[src/exec_params.svh]
//////////////////////////////////////////////////
// Width constants for the execute block
// Pulled in by the shared package, which builds
// the word and register index types from them
//////////////////////////////////////////////////

`ifndef EXEC_PARAMS_SVH
`define EXEC_PARAMS_SVH

// One RV32I data word
`define EXEC_XLEN 32

// Index into the 32 architectural registers
`define EXEC_REG_IDX_W 5

`endif
[src/exec_pkg.sv]
//////////////////////////////////////////////////
// Types shared by the execute RTL and its bench
// Micro-op and result structs, plus the decoded
// control encodings used in both stages
//////////////////////////////////////////////////

`include "exec_params.svh"

package exec_pkg;

    typedef logic [`EXEC_XLEN-1:0]      word_t;
    typedef logic [`EXEC_REG_IDX_W-1:0] reg_idx_t;

    // ALU operations, RV32I integer subset
    typedef enum logic [3:0] {
        ALU_ADD, ALU_SUB, ALU_SLL, ALU_SLT, ALU_SLTU,
        ALU_XOR, ALU_SRL, ALU_SRA, ALU_OR, ALU_AND
    } alu_op_e;

    // ALU operand selects
    typedef enum logic [1:0] {OP1_RS1, OP1_PC, OP1_CSR, OP1_ZERO} op1_src_e;
    typedef enum logic [1:0] {OP2_RS1, OP2_RS2, OP2_IMM, OP2_FOUR} op2_src_e;

    // Branch compare and branch kind
    typedef enum logic [2:0] {
        CMP_EQ, CMP_NE, CMP_LT, CMP_GE, CMP_LTU, CMP_GEU
    } cmp_op_e;
    typedef enum logic [1:0] {BRANCH_NONE, BRANCH_COND, BRANCH_JAL, BRANCH_JALR} branch_e;

    // CSR operand source and modification
    typedef enum logic {CSR_SRC_RS1, CSR_SRC_ZIMM} csr_src_e;
    typedef enum logic [1:0] {CSR_PASS, CSR_SET, CSR_CLEAR} csr_op_e;

    // Writeback value source
    typedef enum logic {RD_SRC_ALU, RD_SRC_CSR} rd_src_e;

    // Decoded micro-op entering execute
    typedef struct packed {
        word_t      pc;
        reg_idx_t   rs1_idx;
        reg_idx_t   rs2_idx;
        word_t      rs1_val;
        word_t      rs2_val;
        word_t      immediate;
        reg_idx_t   rd_idx;
        logic       rd_we;
        rd_src_e    rd_src;
        alu_op_e    alu_op;
        op1_src_e   op1_src;
        op2_src_e   op2_src;
        cmp_op_e    cmp_op;
        branch_e    branch_type;
        csr_src_e   csr_src;
        csr_op_e    csr_op;
        logic [4:0] csr_zimm;
        word_t      csr_old_val;
    } uop_s;

    // Execute result handed to retire
    typedef struct packed {
        word_t      pc;
        reg_idx_t   rd_idx;
        logic       rd_we;
        rd_src_e    rd_src;
        word_t      alu_result;
        word_t      csr_old_val;
        word_t      csr_new_val;
        logic       branch_taken;
        word_t      branch_target;
    } result_s;

endpackage

[src/forward_if.sv]
//////////////////////////////////////////////////
// Bypass request and response for one operand
// Execute asks through the stage modport, the
// forwarding logic answers in the same cycle
//////////////////////////////////////////////////

`timescale 1ns/1ps

interface forward_if
    import exec_pkg::*;
();

    // Request from the consuming stage
    logic     stage_uses_reg;
    reg_idx_t reg_idx;

    // Response from the bypass network
    logic     use_fwd;
    word_t    fwd_val;

    modport stage (output stage_uses_reg, output reg_idx, input use_fwd, input fwd_val);
    modport fwd (input stage_uses_reg, input reg_idx, output use_fwd, output fwd_val);

endinterface

[src/exec_top.sv]
//////////////////////////////////////////////////
// Top of the execute and retire pipeline
// Takes each micro-op field as its own port and
// links execute, retire and the bypass network
//////////////////////////////////////////////////

`timescale 1ns/1ps

module exec_top
    import exec_pkg::*;
(
    input  logic       clk,
    input  logic       rst_n,
    input  logic       stall,
    input  logic       flush,
    input  logic       in_valid,
    input  word_t      in_pc,
    input  reg_idx_t   in_rs1_idx,
    input  reg_idx_t   in_rs2_idx,
    input  word_t      in_rs1_val,
    input  word_t      in_rs2_val,
    input  word_t      in_immediate,
    input  reg_idx_t   in_rd_idx,
    input  logic       in_rd_we,
    input  rd_src_e    in_rd_src,
    input  alu_op_e    in_alu_op,
    input  op1_src_e   in_op1_src,
    input  op2_src_e   in_op2_src,
    input  cmp_op_e    in_cmp_op,
    input  branch_e    in_branch_type,
    input  csr_src_e   in_csr_src,
    input  csr_op_e    in_csr_op,
    input  logic [4:0] in_csr_zimm,
    input  word_t      in_csr_old_val,
    output logic       out_valid,
    output word_t      out_pc,
    output reg_idx_t   out_rd_idx,
    output logic       out_rd_we,
    output word_t      out_rd_val,
    output word_t      out_csr_new_val,
    output logic       out_branch_taken,
    output word_t      out_branch_target
);

    uop_s     in_uop;
    logic     ex_valid;
    result_s  ex_result;
    logic     ret_valid;
    result_s  ret_result;
    logic     ret_rd_we;
    reg_idx_t ret_rd_idx;
    word_t    ret_rd_val;

    // One bypass channel per source operand
    forward_if fwd_rs1_if ();
    forward_if fwd_rs2_if ();

    // Pack the field ports into a micro-op
    always_comb begin
        in_uop.pc          = in_pc;
        in_uop.rs1_idx     = in_rs1_idx;
        in_uop.rs2_idx     = in_rs2_idx;
        in_uop.rs1_val     = in_rs1_val;
        in_uop.rs2_val     = in_rs2_val;
        in_uop.immediate   = in_immediate;
        in_uop.rd_idx      = in_rd_idx;
        in_uop.rd_we       = in_rd_we;
        in_uop.rd_src      = in_rd_src;
        in_uop.alu_op      = in_alu_op;
        in_uop.op1_src     = in_op1_src;
        in_uop.op2_src     = in_op2_src;
        in_uop.cmp_op      = in_cmp_op;
        in_uop.branch_type = in_branch_type;
        in_uop.csr_src     = in_csr_src;
        in_uop.csr_op      = in_csr_op;
        in_uop.csr_zimm    = in_csr_zimm;
        in_uop.csr_old_val = in_csr_old_val;
    end

    exec_stage exec0 (
        .clk       (clk),
        .rst_n     (rst_n),
        .fwd_rs1   (fwd_rs1_if.stage),
        .fwd_rs2   (fwd_rs2_if.stage),
        .stall     (stall),
        .flush     (flush),
        .in_valid  (in_valid),
        .in_uop    (in_uop),
        .ex_valid  (ex_valid),
        .ex_result (ex_result)
    );

    forward_unit fwd0 (
        .fwd_rs1    (fwd_rs1_if.fwd),
        .fwd_rs2    (fwd_rs2_if.fwd),
        .ret_valid  (ret_valid),
        .ret_rd_we  (ret_rd_we),
        .ret_rd_idx (ret_rd_idx),
        .ret_rd_val (ret_rd_val)
    );

    retire_stage retire0 (
        .clk        (clk),
        .rst_n      (rst_n),
        .ex_valid   (ex_valid),
        .ex_result  (ex_result),
        .ret_valid  (ret_valid),
        .ret_result (ret_result),
        .ret_rd_we  (ret_rd_we),
        .ret_rd_idx (ret_rd_idx),
        .ret_rd_val (ret_rd_val)
    );

    // Retired result to the outside
    assign out_valid         = ret_valid;
    assign out_pc            = ret_result.pc;
    assign out_rd_idx        = ret_rd_idx;
    assign out_rd_we         = ret_rd_we;
    assign out_rd_val        = ret_rd_val;
    assign out_csr_new_val   = ret_result.csr_new_val;
    assign out_branch_taken  = ret_result.branch_taken;
    assign out_branch_target = ret_result.branch_target;

endmodule

[src/retire_stage.sv]
//////////////////////////////////////////////////
// Retire stage after execute
// Registers the execute result, picks the value
// written to rd and offers it for bypassing
//////////////////////////////////////////////////

`timescale 1ns/1ps

module retire_stage
    import exec_pkg::*;
(
    input  logic     clk,
    input  logic     rst_n,
    input  logic     ex_valid,
    input  result_s  ex_result,
    output logic     ret_valid,
    output result_s  ret_result,
    output logic     ret_rd_we,
    output reg_idx_t ret_rd_idx,
    output word_t    ret_rd_val
);

    always_ff @(posedge clk) begin
        if (!rst_n) begin
            ret_valid <= 1'b0;
        end else begin
            ret_valid <= ex_valid;
        end
    end

    // Payload only moves with a valid result
    always_ff @(posedge clk) begin
        if (ex_valid) begin
            ret_result <= ex_result;
        end
    end

    assign ret_rd_we  = ret_result.rd_we;
    assign ret_rd_idx = ret_result.rd_idx;

    // CSR ops write rd with the old CSR value
    assign ret_rd_val = (ret_result.rd_src == RD_SRC_CSR) ? ret_result.csr_old_val
                                                          : ret_result.alu_result;

endmodule

[src/forward_unit.sv]
//////////////////////////////////////////////////
// Bypass network from retire back into execute
// Matches each execute source against the retire
// destination and returns the retiring value
//////////////////////////////////////////////////

`timescale 1ns/1ps

module forward_unit
    import exec_pkg::*;
(
    forward_if.fwd fwd_rs1,
    forward_if.fwd fwd_rs2,
    input  logic     ret_valid,
    input  logic     ret_rd_we,
    input  reg_idx_t ret_rd_idx,
    input  word_t    ret_rd_val
);

    // Retire holds a live, writing, nonzero destination
    logic ret_src_ok;

    // x0 is hardwired to zero, never a bypass source
    assign ret_src_ok = ret_valid && ret_rd_we && (ret_rd_idx != '0);

    // rs1 match
    assign fwd_rs1.use_fwd = ret_src_ok && fwd_rs1.stage_uses_reg
                             && (fwd_rs1.reg_idx == ret_rd_idx);

    // rs2 match
    assign fwd_rs2.use_fwd = ret_src_ok && fwd_rs2.stage_uses_reg
                             && (fwd_rs2.reg_idx == ret_rd_idx);

    // One writeback value feeds both operands
    assign fwd_rs1.fwd_val = ret_rd_val;
    assign fwd_rs2.fwd_val = ret_rd_val;

endmodule

[src/exec_stage.sv]
//////////////////////////////////////////////////
// Execute stage of the in-order pipeline
// Holds one micro-op, resolves operands through
// the bypass path, and produces ALU, branch and
// CSR results for retire in the same cycle
//////////////////////////////////////////////////

`timescale 1ns/1ps

module exec_stage
    import exec_pkg::*;
(
    input  logic     clk,
    input  logic     rst_n,
    forward_if.stage fwd_rs1,
    forward_if.stage fwd_rs2,
    input  logic     stall,
    input  logic     flush,
    input  logic     in_valid,
    input  uop_s     in_uop,
    output logic     ex_valid,
    output result_s  ex_result
);

    logic  uop_valid;
    uop_s  uop;
    word_t rs1_val;
    word_t rs2_val;
    word_t operand_a;
    word_t operand_b;
    word_t alu_result;
    logic  cmp_result;
    logic  branch_taken;
    word_t branch_target;
    word_t csr_operand;
    word_t csr_new_val;

    // Input register, frozen while stalled
    always_ff @(posedge clk) begin
        if (!rst_n) begin
            uop_valid <= 1'b0;
        end else if (!stall) begin
            uop_valid <= in_valid;
        end
    end

    always_ff @(posedge clk) begin
        if (!stall) begin
            uop <= in_uop;
        end
    end

    // Bypass requests for both sources
    assign fwd_rs1.stage_uses_reg = uop_valid;
    assign fwd_rs2.stage_uses_reg = uop_valid;
    assign fwd_rs1.reg_idx        = uop.rs1_idx;
    assign fwd_rs2.reg_idx        = uop.rs2_idx;

    // Forwarded value wins over the decoded one
    assign rs1_val = fwd_rs1.use_fwd ? fwd_rs1.fwd_val : uop.rs1_val;
    assign rs2_val = fwd_rs2.use_fwd ? fwd_rs2.fwd_val : uop.rs2_val;

    // ALU operand muxes
    always_comb begin
        case (uop.op1_src)
            OP1_RS1: operand_a = rs1_val;
            OP1_PC:  operand_a = uop.pc;
            OP1_CSR: operand_a = uop.csr_old_val;
            default: operand_a = '0;
        endcase
        case (uop.op2_src)
            OP2_RS1: operand_b = rs1_val;
            OP2_RS2: operand_b = rs2_val;
            OP2_IMM: operand_b = uop.immediate;
            default: operand_b = word_t'(4);
        endcase
    end

    exec_alu alu0 (
        .operand_a  (operand_a),
        .operand_b  (operand_b),
        .alu_op     (uop.alu_op),
        .alu_result (alu_result)
    );

    branch_compare cmp0 (
        .lhs        (rs1_val),
        .rhs        (rs2_val),
        .cmp_op     (uop.cmp_op),
        .cmp_result (cmp_result)
    );

    // Jumps always taken, conditionals follow the compare
    always_comb begin
        case (uop.branch_type)
            BRANCH_COND:             branch_taken = cmp_result;
            BRANCH_JAL, BRANCH_JALR: branch_taken = 1'b1;
            default:                 branch_taken = 1'b0;
        endcase
        // JALR is register relative, the rest PC relative
        if (uop.branch_type == BRANCH_JALR) begin
            branch_target = rs1_val + uop.immediate;
        end else begin
            branch_target = uop.pc + uop.immediate;
        end
    end

    // CSR read-modify value
    assign csr_operand = (uop.csr_src == CSR_SRC_ZIMM) ? word_t'(uop.csr_zimm) : rs1_val;

    always_comb begin
        case (uop.csr_op)
            CSR_SET:   csr_new_val = uop.csr_old_val | csr_operand;
            CSR_CLEAR: csr_new_val = uop.csr_old_val & ~csr_operand;
            default:   csr_new_val = csr_operand;
        endcase
    end

    // Hazard controls mask the outgoing valid
    assign ex_valid = uop_valid && !stall && !flush;

    always_comb begin
        ex_result.pc            = uop.pc;
        ex_result.rd_idx        = uop.rd_idx;
        ex_result.rd_we         = uop.rd_we;
        ex_result.rd_src        = uop.rd_src;
        ex_result.alu_result    = alu_result;
        ex_result.csr_old_val   = uop.csr_old_val;
        ex_result.csr_new_val   = csr_new_val;
        ex_result.branch_taken  = branch_taken;
        ex_result.branch_target = branch_target;
    end

endmodule

[src/branch_compare.sv]
//////////////////////////////////////////////////
// Branch condition evaluation
// Signed or unsigned compare of rs1 against rs2
//////////////////////////////////////////////////

`timescale 1ns/1ps

module branch_compare
    import exec_pkg::*;
(
    input  word_t   lhs,
    input  word_t   rhs,
    input  cmp_op_e cmp_op,
    output logic    cmp_result
);

    always_comb begin
        case (cmp_op)
            CMP_EQ:  cmp_result = (lhs == rhs);
            CMP_NE:  cmp_result = (lhs != rhs);
            // Signed forms for BLT and BGE
            CMP_LT:  cmp_result = ($signed(lhs) < $signed(rhs));
            CMP_GE:  cmp_result = ($signed(lhs) >= $signed(rhs));
            CMP_LTU: cmp_result = (lhs < rhs);
            CMP_GEU: cmp_result = (lhs >= rhs);
            default: cmp_result = 1'b0;
        endcase
    end

endmodule

[src/exec_alu.sv]
//////////////////////////////////////////////////
// Combinational RV32I integer ALU
// Used by execute for arithmetic, address and
// link value computation
//////////////////////////////////////////////////

`timescale 1ns/1ps

module exec_alu
    import exec_pkg::*;
(
    input  word_t   operand_a,
    input  word_t   operand_b,
    input  alu_op_e alu_op,
    output word_t   alu_result
);

    // Shift amount from the low 5 bits only
    logic [4:0] shamt;

    assign shamt = operand_b[4:0];

    always_comb begin
        case (alu_op)
            ALU_ADD:  alu_result = operand_a + operand_b;
            ALU_SUB:  alu_result = operand_a - operand_b;
            ALU_SLL:  alu_result = operand_a << shamt;
            // Set-less-than gives 0 or 1
            ALU_SLT:  alu_result = word_t'($signed(operand_a) < $signed(operand_b));
            ALU_SLTU: alu_result = word_t'(operand_a < operand_b);
            ALU_XOR:  alu_result = operand_a ^ operand_b;
            ALU_SRL:  alu_result = operand_a >> shamt;
            // Arithmetic shift keeps the sign bit
            ALU_SRA:  alu_result = word_t'($signed(operand_a) >>> shamt);
            ALU_OR:   alu_result = operand_a | operand_b;
            ALU_AND:  alu_result = operand_a & operand_b;
            // Unused encodings
            default:  alu_result = '0;
        endcase
    end

endmodule

[config.mk]
export PLATFORM = sky130hd
export DESIGN_NAME = exec_top
export DESIGN_NICKNAME = d
export VERILOG_FILES = /design/src/exec_pkg.sv /design/src/forward_if.sv /design/src/exec_top.sv /design/src/retire_stage.sv /design/src/forward_unit.sv /design/src/exec_stage.sv /design/src/branch_compare.sv /design/src/exec_alu.sv
export VERILOG_INCLUDE_DIRS = /design/src /design/src/src
export SDC_FILE = /design/constraint.sdc
export NUM_CORES = 1
export LEC_CHECK = 0
export BUFFER_PORTS_ARGS = -buffer_cell sky130_fd_sc_hd__buf_4
export CORE_ASPECT_RATIO = 0.9
export CORE_MARGIN = 4
export CORE_UTILIZATION = 40
export CTS_BUF_LIST = sky130_fd_sc_hd__clkbuf_16
export CTS_CLUSTER_DIAMETER = 60
export CTS_CLUSTER_SIZE = 16
export DETAILED_ROUTE_END_ITERATION = 16
export GPL_TIMING_DRIVEN = 0
export PLACE_DENSITY_LB_ADDON = 0.12
export REMOVE_ABC_BUFFERS = 1
export SKIP_LAST_GASP = 1
export SYNTH_ARGS = -nofsm -noshare
export SYNTH_HDL_FRONTEND = slang
export SYNTH_HIERARCHICAL = 1
export SYNTH_SLANG_ARGS = --single-unit
[constraint.sdc]
create_clock -name clk -period 36.8 [get_ports clk]
set_clock_uncertainty 0.2 [all_clocks]
set_input_delay 1.84 -clock clk [delete_from_list [all_inputs] [get_ports clk]]
set_output_delay 1.84 -clock clk [all_outputs]
set_load 0.01 [all_outputs]
======== After elaboration in Yosys (flattened, before gate mapping) ========
Cells that the tools add are included.
storage, ports and cells
  bits in writable memories ............... 0
  register bits ........................... 368
  bits in read-only memories .............. 0
  memories kept ........................... 0
  latch bits .............................. 0
cells by class
  magnitude comparators ................... 6
  shifts and indexed selects .............. 3
  bitwise gates (word level) .............. 6
  multipliers ............................. 0
  reduce and logical (&&, ||, !) cells .... 15
  divide/modulo/power cells ............... 0
  eq/ne operators ......................... 27
  muxes and demuxes ....................... 11
  $add $sub $neg .......................... 4
operators with widths
  cell                                                  count
  one-hot mux 32 bit (10 select lines)                  1
  one-hot mux 32 bit (3 select lines)                   2
  2-to-1 mux 32 bit                                     5
  < comparator 32 bit                                   4
  adder 32 bit                                          3
  bitwise AND 32 bit                                    2
  greater-or-equal comparator 32 bit                    2
  OR 32 bit                                             2
  one-hot mux 32 bit (2 select lines)                   1
  equality test 32 bit                                  1
  inequality test 32 bit                                1
  NOT 32 bit                                            1
  left shift 32 x 5 -> 32 bit                           1
  right shift 32 x 5 -> 32 bit                          1
  >>> shifter 32 x 5 -> 32 bit                          1
  subtractor 32 bit                                     1
  XOR 32 bit                                            1
  equality test 4 x 3 -> 1 bit (second input constant)  4
  equality test 2 bit (second input constant)           5
  equality test 5 bit                                   2
  equality test 2 x 1 -> 1 bit (second input constant)  4
  equality test 4 x 2 -> 1 bit (second input constant)  2
  equality test 4 bit (second input constant)           2
  logical AND 1 bit                                     7
  other kinds (12)                                      16

======== Logic depth before layout (Yosys ltp) ========
Gate-level depths: netlist of the first run.
  depth in word-level cells ............... 9
  gate-level depth with buffers ........... 26
  mapped depth without buffers ............ 19

======== Cells and area by module ========
Netlist of the first run, hierarchy kept.
modules (own cells, without submodules)
  module          sequential area each (µm²)  cells each  area each (µm²)  instances
  exec_stage      5965.7                      1083        11706.2          1
  exec_alu        0.0                         1287        8064.0           1
  retire_stage    5064.9                      212         5660.4           1
  branch_compare  0.0                         123         910.9            1
  forward_unit    0.0                         82          618.1            1

======== Least setup slack after synthesis of the first run ========
Ideal clock, no wire load.
  kind .................................... in2reg
  from .................................... input stall
  to ...................................... register retire0.ret_valid
  library setup time ...................... 0.138 ns
  arrival time ............................ 14.934 ns
  stages .................................. 2
  setup slack ............................. 21.528 ns
  cell sequence ........................... nor3b_1 and2_1
on the way
  longest elaborated chain between the ends .. 3
RTL lines
  element                          line                text
  from (decl)                      exec_top.sv:14      input logic stall,
  zero test 1 bit                  n/a
  logical AND 1 bit (2 in series)  exec_stage.sv:120   assign ex_valid = uop_valid && !stall && !flush;
  to (signal assigned)             retire_stage.sv:27  ret_valid <= ex_valid;
  to (decl)                        retire_stage.sv:16  output logic ret_valid,
No other way between the ends.
A chain may end at the register's enable or synchronous reset.

==> results of run 1 <==
## area by class of cell
type | count | area (um2)
clock inverter | 20 | 200
clock buffer | 38 | 951
multi-input combinational | 1935 | 13500
fill | 6239 | 35000
inverter | 162 | 616
timing repair buffer | 404 | 3740
antenna | 1 | 2.50
sequential | 368 | 11000
tap | 864 | 1080
## worst max-delay path by stage
stage                     depth (start not counted)                                end                            start
final                                            20  retire0/ret_result[128]$_DFFE_PP_  retire0/ret_rd_idx[4]$_DFFE_PP_
after global routing                             20  retire0/ret_result[128]$_DFFE_PP_  retire0/ret_rd_idx[3]$_DFFE_PP_
after CTS                                        20  retire0/ret_result[128]$_DFFE_PP_  retire0/ret_rd_idx[4]$_DFFE_PP_
after detailed placement                         20  retire0/ret_result[128]$_DFFE_PP_  retire0/ret_rd_idx[4]$_DFFE_PP_
after global placement                            3       retire0/ret_valid$_SDFF_PN0_                            flush
after floorplan                                   2       retire0/ret_valid$_SDFF_PN0_                            stall
## routing by layer
metal  up-vias  GRT usage (%)
met1     11000           37.3
met5         -              0
met2       815           45.1
met3       119           3.27
met4         0           5.82
li1      10300              -
## per-stage QoR
step / util, % / area, um2 / setup slack [ps] / hold WS, ps / total power, uW
after global placement: 43.4 / 28700 / 13290 / 202 / 1010
final: 47.1 / 31200 / 28750 / 228 / 1400
after detailed placement: 45.4 / 30000 / 28900 / 212 / 1020
after CTS: 47.1 / 31200 / 28890 / 230 / 1400
after global routing: 47.1 / 31200 / 28560 / 232 / 1470
after floorplan: - / 25100 / 21530 / 200 / 836
## where the power goes
part / switching (uW) / internal [uW]
Combinational: 324 / 186
Clock: 176 / 200
Sequential: 15.8 / 495
Total: 516 / 881
==> out/summary.md, run 1 <==
The top cell types in the final layout, fill and taps aside, are edfxtp_1, buf_4, a21oi_1. The number of violations of the max-capacitance limit is 1. Logic depth of the worst register-to-register path: 20. Data on the critical path is required at its endpoint by 36860 ps. Along the worst path, the maximum fanout reaches 33.

Die height: 254 um. The critical path goes through or4_1 > o211ai_2 > nor3_2 > buf_6 > buf_6 > mux2_2 > mux2i_1 > o21ai_4 > clkinv_1 > ha_1 > nor3_2 > o21ai_1 > a311oi_2 > nor4b_1 > nor4_1 > o21ai_1 > a21oi_1 > o41ai_2 > xnor2_1 > o211ai_1. Buffers placed on the I/O ports in this run total 338. H-tree depth: 2.

The post-cts repair resize count is 0, and the layout cell share with drive strength beyond 1 is 20.7%. In the final design database the tool counted 3277 nets. The synthesized netlist occupies a cell area of 0.0269 mm2.

The first global-routing pass estimated 144000 um of wire. The logs give 0.0715 mm2 for the full die area and 0 for the post-CTS setup buffer count. In this run the critical register-to-register path is captured at retire0/ret_result[128]$_DFFE_PP_.

The placed instance count came out at 3733. The worst setup path is captured at a flop. The average routed wire per standard cell is 26.3 um. TritonCTS built the clock tree.

The largest single stage delay on the critical path is 990 ps. The number of top-level pins is 339, and the post-detailed-route count of antenna-violating nets is 0. Detailed routing placed a total of 47600 um of wire on met2. The number of global-route vias before repair was 21800; the number of setup violations in the final report was 0.

Using the TritonRoute via totals, the vias-per-cell ratio works out to 5.85. Compared with the post-synthesis result, the final layout area differs by 15.8%. Clock buffer count from CTS: 36. The die is 281 um wide. The routed length on met3 is 5810 um. The top layer used by detailed routing is met4.

Power spread over the standard cell area amounts to 44.8 mW/mm2. For the post-route met1 wirelength, the log shows 44300 um. For this run, the number of Yosys warnings is 6. Global routing consumed, over all layers together, 26.8% of the routing resources. The register with the most flip-flops in the layout has 162 of them. The startpoint identified for the worst hold timing path is exec0/ex_result[131]$_DFFE_PN_. The final count of hold timing violations is 0. The startpoint identified for the worst register-to-register timing path is retire0/ret_rd_idx[4]$_DFFE_PP_.

The flow ran to the end, but the final reports show violations. Along the worst hold path, the cell count comes to 0. The run gives 89 as the total number of placement rows. Once the floorplan was initialized, standard cells occupied 40.7% of the core. Measured slew at the worst slew-check pin: 1490 ps. The setup path with the least slack is of type flop to flop. In this run the deepest clock path goes through 3 buffers. In this run, the number of DRC markers left after iteration 0 of detailed routing was 1973. For this run the aggregate overflow at the end of global routing stands at 0. The average instance in the mapped netlist occupies 9.68 um2.

Detailed placement ended at an HPWL of 78600 um. The routed design has 99800 um of wire. Based on the critical path, the design can be clocked at up to 0.124 GHz. The smallest clock period supported by the final layout is computed as 8050 ps. The run gives 0 as the max-slew violation count. The register ranked first by flip-flop count is retire0/ret_result.

The final reports fail on max-capacitance violations. The kind of start point of the critical path was a flop. Excluding fillers, the count of instances in the completed layout stands at 3792. Reg2reg setup slack: 28750 ps. Setup repair after global routing left no endpoint under its margin.

After routing, the total negative slack on setup checks comes to 0 ps. Initial antenna violation count: 1. IR analysis of the VDD net gives a maximum drop of 0.0000330 V. Class of the worst hold path: flop to flop.

After clock tree synthesis, the clock-pin slew on the worst setup and hold paths is 70 ps. The worst hold path terminates at retire0/ret_rd_idx[0]$_DFFE_PP_. The slowest stage of the critical path is the clkinv_1 cell. Clock tree synthesis found a total of 368 sinks. Static leakage: 0.0125 uW. Buffers inserted to repair hold after CTS numbered 0.

The number of buffers and inverters on the critical path is 3. For the number of remaining DRC errors, the log shows 0. For the worst-skew pair, the clock arrives at the later sink with an insertion delay of 570 ps. At the worst endpoint, the arrival time is 8110 ps. The family with the most delay on the worst path was compound AO/OA/AOI/OAI gates. Worst slew margin relative to its limit: 0.407%. The tools report the number of optimization iterations in the first detailed-route pass as 5. The tools report the gate count after technology mapping as 2781. Final critical-path share of the clock period: 21.9%.

CTS placed an instance of clkbuf_16 at the clock tree root. The standard cell core area is 0.0661 mm2. The routed layout has 22200 vias. Entering global routing, the biggest net connects 111 pins.

Leading cell type in the layout, fill and taps excluded: edfxtp_1. The congestion estimate from routability-driven global placement came to 0.957.
Note: power is estimated with default switching activity, not from simulation.
==> inputs of run 2 (changes only) <==
==> constraint.sdc (replaced) <==
create_clock -name clk -period 7.7 [get_ports clk]
set_clock_uncertainty 0.2 [all_clocks]
set_input_delay 0.385 -clock clk [delete_from_list [all_inputs] [get_ports clk]]
set_output_delay 0.385 -clock clk [all_outputs]
set_load 0.01 [all_outputs]
==> run 2 against run 1 <==
The flow finishes with violations (max-capacitance violations, max-slew violations). Critical path depth did not move. First-iteration DRC count rose by 1.5%. Utilization rose by 3.1 points. Hold slack got worse by 180 ps. Final cell count rose by 5.4%. Clock power rose to 4.8 times the previous value. Highest routed layer unchanged. Critical path type unchanged. Sequential share of layout area fell by 2.2 points. Power rose to 4.8 times the previous value.
==> out/summary.md, run 2 (synthesis gave the netlist of run 1 again) <==
The run finished, with violations left. The final reports fail on max-capacitance violations, max-slew violations. The signal on the critical path passes through or4_1 > o211ai_2 > nor3_2 > buf_6 > buf_6 > mux2_2 > mux2i_1 > o21ai_4 > clkinv_2 > ha_1 > nor3_2 > o21ai_1 > a311oi_2 > nor3_2 > o41ai_2 > a31oi_1 > o221a_1 > o221ai_2 > xnor2_1 > a221o_1. The average routed wire per standard cell came out at 25.4 um (-3.4%).

The final net count is 3480 (+6.2%), and the number of optimization iterations in the first detailed-route pass is 5 (unchanged). The total overflow reported by the global router was 0 (unchanged). The tools report the kind of start point of the critical path as a flop.

Total routing resource utilization after global routing: 27.4% (+0.57 points). Post-placement worst setup slack: -200 ps (-29100 ps). The final critical-path share of the clock period is 96.9% (+75 points), and the initial core utilization is 40.7% (unchanged). The measured slew at the worst slew-check pin works out to 1530 ps (+35.3 ps).

The cell with the largest stage delay on the worst path is o21ai_4. The clock sink count is 368 (unchanged). The width of the chip was 281 um (unchanged). The initial antenna violation count was 1 (unchanged); the number of I/O port buffers was 338 (unchanged).

The number of violations of the max-capacitance limit was 1 (unchanged); the clock insertion delay at the later pin of the skew report was 570 ps (about the same). Delay of the slowest cell on the worst path: 780 ps (-210 ps). The cell count along the critical path works out to 20 (unchanged). TritonCTS built the clock tree. Number of DRC markers in iteration 0: 2003 (+1.5%).

The family with the most delay on the worst path is compound AO/OA/AOI/OAI gates. Relative to the synthesized area, the layout overhead comes to 23.4%. The register ranked first by flip-flop count was retire0/ret_result.

Leaving out fill and tap cells, the most frequent cells in the layout are edfxtp_1, buf_4, a21oi_1. For the worst-case vdd ir drop, the log shows 0.000159 V (+380%). The wire length of the first global-routing pass was 147000 um (+2.6%); the post-CTS setup buffer count was 0 (unchanged).

The combined buffer and inverter count along the critical path is 3 (unchanged), and the number of top-level pins is 339 (unchanged). The endpoint of the worst-slack reg-to-reg timing path is retire0/ret_result[124]$_DFFE_PP_. Class of the worst hold path: primary input to flop.

The least setup slack across all paths after layout is 240 ps (-28510 ps). Setup repair after global routing left no endpoint under its margin. For the static leakage, the log shows 0.0133 uW (+6.8%).

The worst hold path stage count was 2 (+2). The logs give 111 (unchanged) for the pin count of the biggest net entering global routing and 22800 (+4.7%) for the number of global-route vias before repair. The run gives -2.49% (-2.9 points) as the worst slew margin relative to its limit.

The leading cell type in the layout, fill and taps excluded was edfxtp_1. Critical path's most frequent cell: nor3_2. Number of remaining DRC errors: 0 (unchanged). For the endpoint arrival time on the critical path, the log shows 7550 ps (-560 ps). Tracing the worst setup path back leads to its startpoint at retire0/ret_rd_idx[4]$_DFFE_PP_. The total power per unit cell area was 204 mW/mm2 (+350%).

The worst hold path begins at stall. Clock tree buffer depth: 3 (unchanged). The startpoint identified for the worst register-to-register timing path is retire0/ret_rd_idx[4]$_DFFE_PP_. The flip-flop count of the largest register, all copies and words added is 162 (unchanged), and the standard cell core area is 0.0661 mm2 (unchanged). The clock-pin slew on the worst setup and hold paths came out at 70 ps (about the same). The post-detailed-route count of antenna-violating nets was 0 (unchanged); the logic depth of the worst register-to-register path was 20 (unchanged). The largest fanout on the critical path came out at 33 (unchanged).

The data required time at the worst endpoint came out at 7790 ps (-29070 ps). The worst hold path terminates at retire0/ret_rd_idx[3]$_DFFE_PP_. The final count of hold timing violations was 0 (unchanged); the die height was 254 um (unchanged).

The logs give 6061 (-2.9%) for the fill cell instance count of the final layout and 89 (unchanged) for the total number of placement rows. H-tree depth: 2 (unchanged). The maximum achievable frequency was 0.134 GHz (+8.0%).

The layout cell share with drive strength beyond 1 works out to 19.5% (-1.2 points). The critical path is of the flop to flop type. The run gives 5 (+5) as the max-slew violation count. The tools report the final weighted congestion in routability-driven placement as 0.957 (unchanged). The worst setup path is captured at a flop.

The total number of vias is 22900 (+3.4%), and the final critical path time including I/O delays and setup is 7460 ps (-593 ps). The number of setup violations in the final report is 0 (unchanged). Cell at the root of the clock tree: clkbuf_16. The full die area is 0.0715 mm2 (unchanged), and the final routed wirelength across all metal layers is 102000 um (+1.8%). The via density per instance is 5.74 (-1.9%), and the HPWL reported at the end of detailed placement is 78600 um (unchanged).

The clock buffer count from CTS was 36 (unchanged); the post-route worst hold slack was 44.5 ps (-183 ps). The reg2reg setup slack came out at 240 ps (-28510 ps).
run 2: cell types whose count changed in the layout (fill, tap and decap cells not counted):
cell / before / now
nor4b_1: 3 / 2
nand2_2: 2 / 3
nor4b_2: 1 / 2
nand2_1: 172 / 171
clkinv_1: 7 / 6
dlygate4sd3_1: 0 / 203
clkinv_2: 1 / 2
run 2: worst max path at each step:
stage,end,slack (ps)
floorplan,retire0/ret_valid$_SDFF_PN0_,-6120
global placement,retire0/ret_valid$_SDFF_PN0_,-14350
detailed placement,retire0/ret_result[128]$_DFFE_PP_,-200
CTS,retire0/ret_result[128]$_DFFE_PP_,230
global route,retire0/ret_result[124]$_DFFE_PP_,50
finish,retire0/ret_result[124]$_DFFE_PP_,240
run 2: repair_timing:
item | in CTS | in global routing
setup endpoints to repair | 2 | 1
resized for setup | 1 | 1
hold buffers | 203 | 0
hold endpoints to repair | 204 | 0
gates cloned | 0 | 0
run 2: power by group:
part | leakage, uW | internal [uW] | switching [uW]
clock | 0.000564 | 954 | 845
sequential | 0.00348 | 2370 | 75.6
combinational | 0.00930 | 958 | 1570
run 2: worst register-to-register path: cells and delay by family (launching register included):
family | cells | cell delay, ps
AOI/OAI and AO/OA | 9 | 3420
and+or+nand+nor | 4 | 950
buffers and inverters | 3 | 950
adders and majority gates | 1 | 610
DFF | 1 | 490
muxes | 2 | 430
xor gates and xnor gates | 1 | 130
run 2: area by class of cell:
type                       count  area [um2]  share of cell area, %
antenna                        1        2.50                0.00754
clock buffer                  38         951                   2.86
clock inverter                20         200                  0.603
inverter                     162         617                   1.86
multi-input combinational   1935       13600                   40.8
sequential                   368       11000                   33.2
tap                          864        1080                   3.26
timing repair buffer         607        5770                   17.4
run 2: per-stage QoR:
step | power, uW | TNS [ps] | area (um2) | cells | utilization (%)
floorplan | 3990 | -1178000 | 25100 | 2465 | -
global placement | 4840 | -2952210 | 28700 | 3667 | 43.4
detailed placement | 4870 | -216 | 30000 | 3733 | 45.4
CTS | 6770 | 0 | 33200 | 3994 | 50.2
global route | 7100 | 0 | 33200 | 3994 | 50.2
finish | 6770 | 0 | 33200 | 3995 | 50.2
run 2: per-layer routing:
| metal | track usage (%) | wire length [um] | up-vias |
|---|---|---|---|
| met5 | 0 | 0 | - |
| met4 | 5.99 | 2010 | 0 |
| met3 | 3.33 | 5980 | 121 |
| met2 | 46.4 | 48700 | 839 |
| met1 | 37.7 | 44900 | 11300 |
| li1 | - | - | 10700 |
==> inputs of run 3 (changes only) <==
--- a/config.mk
+++ b/config.mk
@@ -15,6 +15,7 @@
 export CTS_CLUSTER_SIZE = 16
 export DETAILED_ROUTE_END_ITERATION = 16
 export GPL_TIMING_DRIVEN = 0
+export HOLD_SLACK_MARGIN = 0.06
 export PLACE_DENSITY_LB_ADDON = 0.12
 export REMOVE_ABC_BUFFERS = 1
 export SKIP_LAST_GASP = 1
==> constraint.sdc (replaced) <==
create_clock -name clk -period 7.7 [get_ports clk]
set_clock_uncertainty 0.2 [all_clocks]
set_input_delay 1.54 -clock clk [delete_from_list [all_inputs] [get_ports clk]]
set_output_delay 1.54 -clock clk [all_outputs]
set_load 0.01 [all_outputs]
==> run 3 against run 2 <==
The run ends with max-capacitance violations left. Maximum frequency is 0.30% higher. First-iteration DRC count is 4.0% lower. Power is 1.3% lower. Die area stayed put. Critical path depth stayed put. Hold slack better by 180 ps. Sequential share of layout area is 2.2 points higher. Highest routed layer unchanged.
==> out/summary.md, run 3 (synthesis gave the netlist of run 1 again) <==
The run gives 339 (unchanged) as the number of top-level pins. Number of I/O port buffers: 338 (unchanged). Traced cell by cell, the critical path runs through or4_1 > o211ai_2 > nor3_2 > buf_6 > buf_6 > mux2_2 > mux2i_1 > o21ai_4 > clkinv_2 > ha_1 > nor3_2 > o21ai_1 > a311oi_2 > nor3_2 > o41ai_2 > a31oi_1 > o221a_1 > o221ai_2 > xnor2_1 > a221o_1.

The leading cell type in the layout, fill and taps excluded is edfxtp_1. The number of standard cells in the final layout excluding fillers was 3793 (-5.1%); the clock insertion delay at the later pin of the skew report was 570 ps (about the same). The endpoint arrival time on the critical path is 7520 ps (-30 ps), and the die height is 254 um (unchanged). The post-detailed-route count of antenna-violating nets is 0 (unchanged). The run gives 0 (unchanged) as the number of setup violations in the final report. The standard cell area after detailed placement is 0.0300 mm2 (unchanged), and the final count of hold timing violations is 0 (unchanged). The combined buffer and inverter count along the critical path was 3 (unchanged). The run gives 0.134 GHz (+0.30%) as the maximum achievable frequency.

The average routed wire per standard cell is 26.3 um (+3.5%), and the measured slew at the worst slew-check pin is 1490 ps (-37.5 ps). Post-route worst hold slack: 228 ps (+183 ps). The cell at the root of the clock tree was clkbuf_16. The width of the chip works out to 281 um (unchanged). The flip-flop count of the largest register, all copies and words added is 162 (unchanged), and the post-CTS setup buffer count is 0 (unchanged). For the number of optimization iterations in the first detailed-route pass, the log shows 5 (unchanged).

Number of global-route vias before repair: 21800 (-4.5%). The final critical-path share of the clock period was 96.6% (-0.29 points); the post-route cell area was 0.0312 mm2 (-6.1%). The via density per instance was 5.89 (+2.5%).

TritonCTS built the clock tree. The total power per unit cell area was 214 mW/mm2 (+5.1%); the full die area was 0.0715 mm2 (unchanged). The endpoint identified for the worst register-to-register timing path is retire0/ret_result[124]$_DFFE_PP_. The family with the most delay on the worst path was compound AO/OA/AOI/OAI gates.

For the post-cts repair resize count, the log shows 1 (unchanged). For the final net count, the log shows 3277 (-5.8%). The tools report the number of DRC markers in iteration 0 as 1922 (-4.0%).

The flow ran to the end, but the final reports show violations. The total number of placement rows was 89 (unchanged); the layout-stage area growth over the synthesis result was 15.8%. The clock-pin slew on the worst setup and hold paths came out at 70 ps (about the same). The top cell types in the final layout, fill and taps aside, are edfxtp_1, buf_4, a21oi_1. The final reports fail on max-capacitance violations.

The hold buffer count at CTS came out at 0 (-100%). The register with the most flip-flops in the final layout is retire0/ret_result. The largest fanout on the critical path is 33 (unchanged). The logic depth of the worst register-to-register path is 20 (unchanged), and the wire length of the first global-routing pass is 144000 um (-2.5%). The core utilization of the finished layout was 47.1% (-3.1 points).

The layout cell share with drive strength beyond 1 is 20.8% (+1.3 points). The critical path ends at retire0/ret_result[124]$_DFFE_PP_. The data required time at the worst endpoint is 7790 ps (about the same). Critical path's most frequent cell: nor3_2.

The clock sink count is 368 (unchanged). Total number of vias: 22300 (-2.7%). The cell with the largest stage delay on the worst path was o21ai_4. Worst slew margin relative to its limit: 0.554% (+3.0 points). The post-route total power is 6680 uW (-1.3%). Setup repair after global routing left no endpoint under its margin.

In this run the worst setup path begins at retire0/ret_rd_idx[4]$_DFFE_PP_. Initial core utilization: 40.7% (unchanged). The clock tree buffer depth came out at 3 (unchanged). The clock buffer count from CTS was 36 (unchanged). The total routing resource utilization after global routing was 26.8% (-0.56 points). The run gives 0.957 (unchanged) as the final weighted congestion in routability-driven placement. Final critical path time including I/O delays and setup: 7440 ps (-22.2 ps). The worst register-to-register path begins at retire0/ret_rd_idx[4]$_DFFE_PP_. The cell count along the critical path came out at 20 (unchanged). The class of the worst hold path was flop to flop. For the initial antenna violation count, the log shows 1 (unchanged). The tools report the type of element capturing the critical path as a flop. The logs give 0.0125 uW (-6.4%) for the static leakage and 260 ps (+20 ps) for the reg2reg setup slack. The placed instance count is 3733 (unchanged). The critical path class is flop to flop. The logs give 0 (unchanged) for the total overflow reported by the global router and 6238 (+2.9%) for the fill cell instance count of the final layout. For the max-slew violation count, the log shows 0 (-5). Number of violations of the max-capacitance limit: 1 (unchanged).

The run gives 0.0661 mm2 (unchanged) as the standard cell core area. For the pin count of the biggest net entering global routing, the log shows 111 (unchanged). The delay of the slowest cell on the worst path was 770 ps (about the same). The worst setup path is launched from a flop. The number of remaining DRC errors was 0 (unchanged); the HPWL reported at the end of detailed placement was 78600 um (unchanged).

The final routed wirelength across all metal layers is 99800 um (-1.7%). The worst-case vdd ir drop came out at 0.000158 V (-0.91%). H-tree depth: 2 (unchanged).
-- run 3: cell count changes in the layout (fill, tap and decap cells not counted), sizes merged --
cell,change
diode,+1
dlygate4sd3,-203
-- run 3: metrics by stage --
step,worst slack (ps),setup TNS [ps]
5_1_grt,50.1,0
6_report,262,0
3_3_place_gp,-15510,-3287160
4_1_cts,235,0
3_5_place_dp,-200,-216
2_1_floorplan,-7270,-1373190
-- run 3: how the worst min path moves through the flow --
stage | cells past startpoint | start | slack [ps] | end
global route | 0 | exec0/ex_result[129]$_DFFE_PN_ | 230 | retire0/ret_result[129]$_DFFE_PP_
global placement | 0 | exec0/ex_result[130]$_DFFE_PN_ | 200 | retire0/ret_rd_we$_DFFE_PP_
detailed placement | 0 | exec0/ex_result[135]$_DFFE_PN_ | 210 | retire0/ret_rd_idx[4]$_DFFE_PP_
floorplan | 0 | exec0/ex_result[131]$_DFFE_PN_ | 200 | retire0/ret_rd_idx[0]$_DFFE_PP_
finish | 0 | exec0/ex_result[131]$_DFFE_PN_ | 230 | retire0/ret_rd_idx[0]$_DFFE_PP_
CTS | 0 | exec0/ex_result[135]$_DFFE_PN_ | 230 | retire0/ret_rd_idx[4]$_DFFE_PP_
-- run 3: area by class of cell --
type	instances	area, um2	area share [%]
multi-input cells	1935	13600	43.5
flip-flops and latches	368	11000	35.4
repair buffers	404	3740	12.0
well taps	864	1080	3.47
clock buffers	38	951	3.05
inverters	162	617	1.98
clock inverters	20	200	0.642
diodes	2	5.00	0.0161
-- run 3: routing by layer --
metal | part of all wire [%] | track usage [%]
met1 | 44 | 37.3
met2 | 48 | 45.1
met3 | 6.2 | 3.33
met4 | 1.9 | 5.75
met5 | 0 | 0
-- run 3: worst reg2reg max path: stages, from the launching register on --
cell and delay, ps:
edfxtp_1 490, or4_1 560, o211ai_2 210, nor3_2 80, buf_6 160, buf_6 160, mux2_2 310, mux2i_1 120
o21ai_4 770, clkinv_2 630, ha_1 600, nor3_2 180, o21ai_1 150, a311oi_2 490, nor3_2 120, o41ai_2 570
a31oi_1 270, o221a_1 360, o221ai_2 230, xnor2_1 120, a221o_1 380
-- run 3: power by group --
group          switching [uW]  total (uW)  internal [uW]
Combinational            1550        2440            891
Clock                     841        1790            954
Sequential               75.5        2440           2370
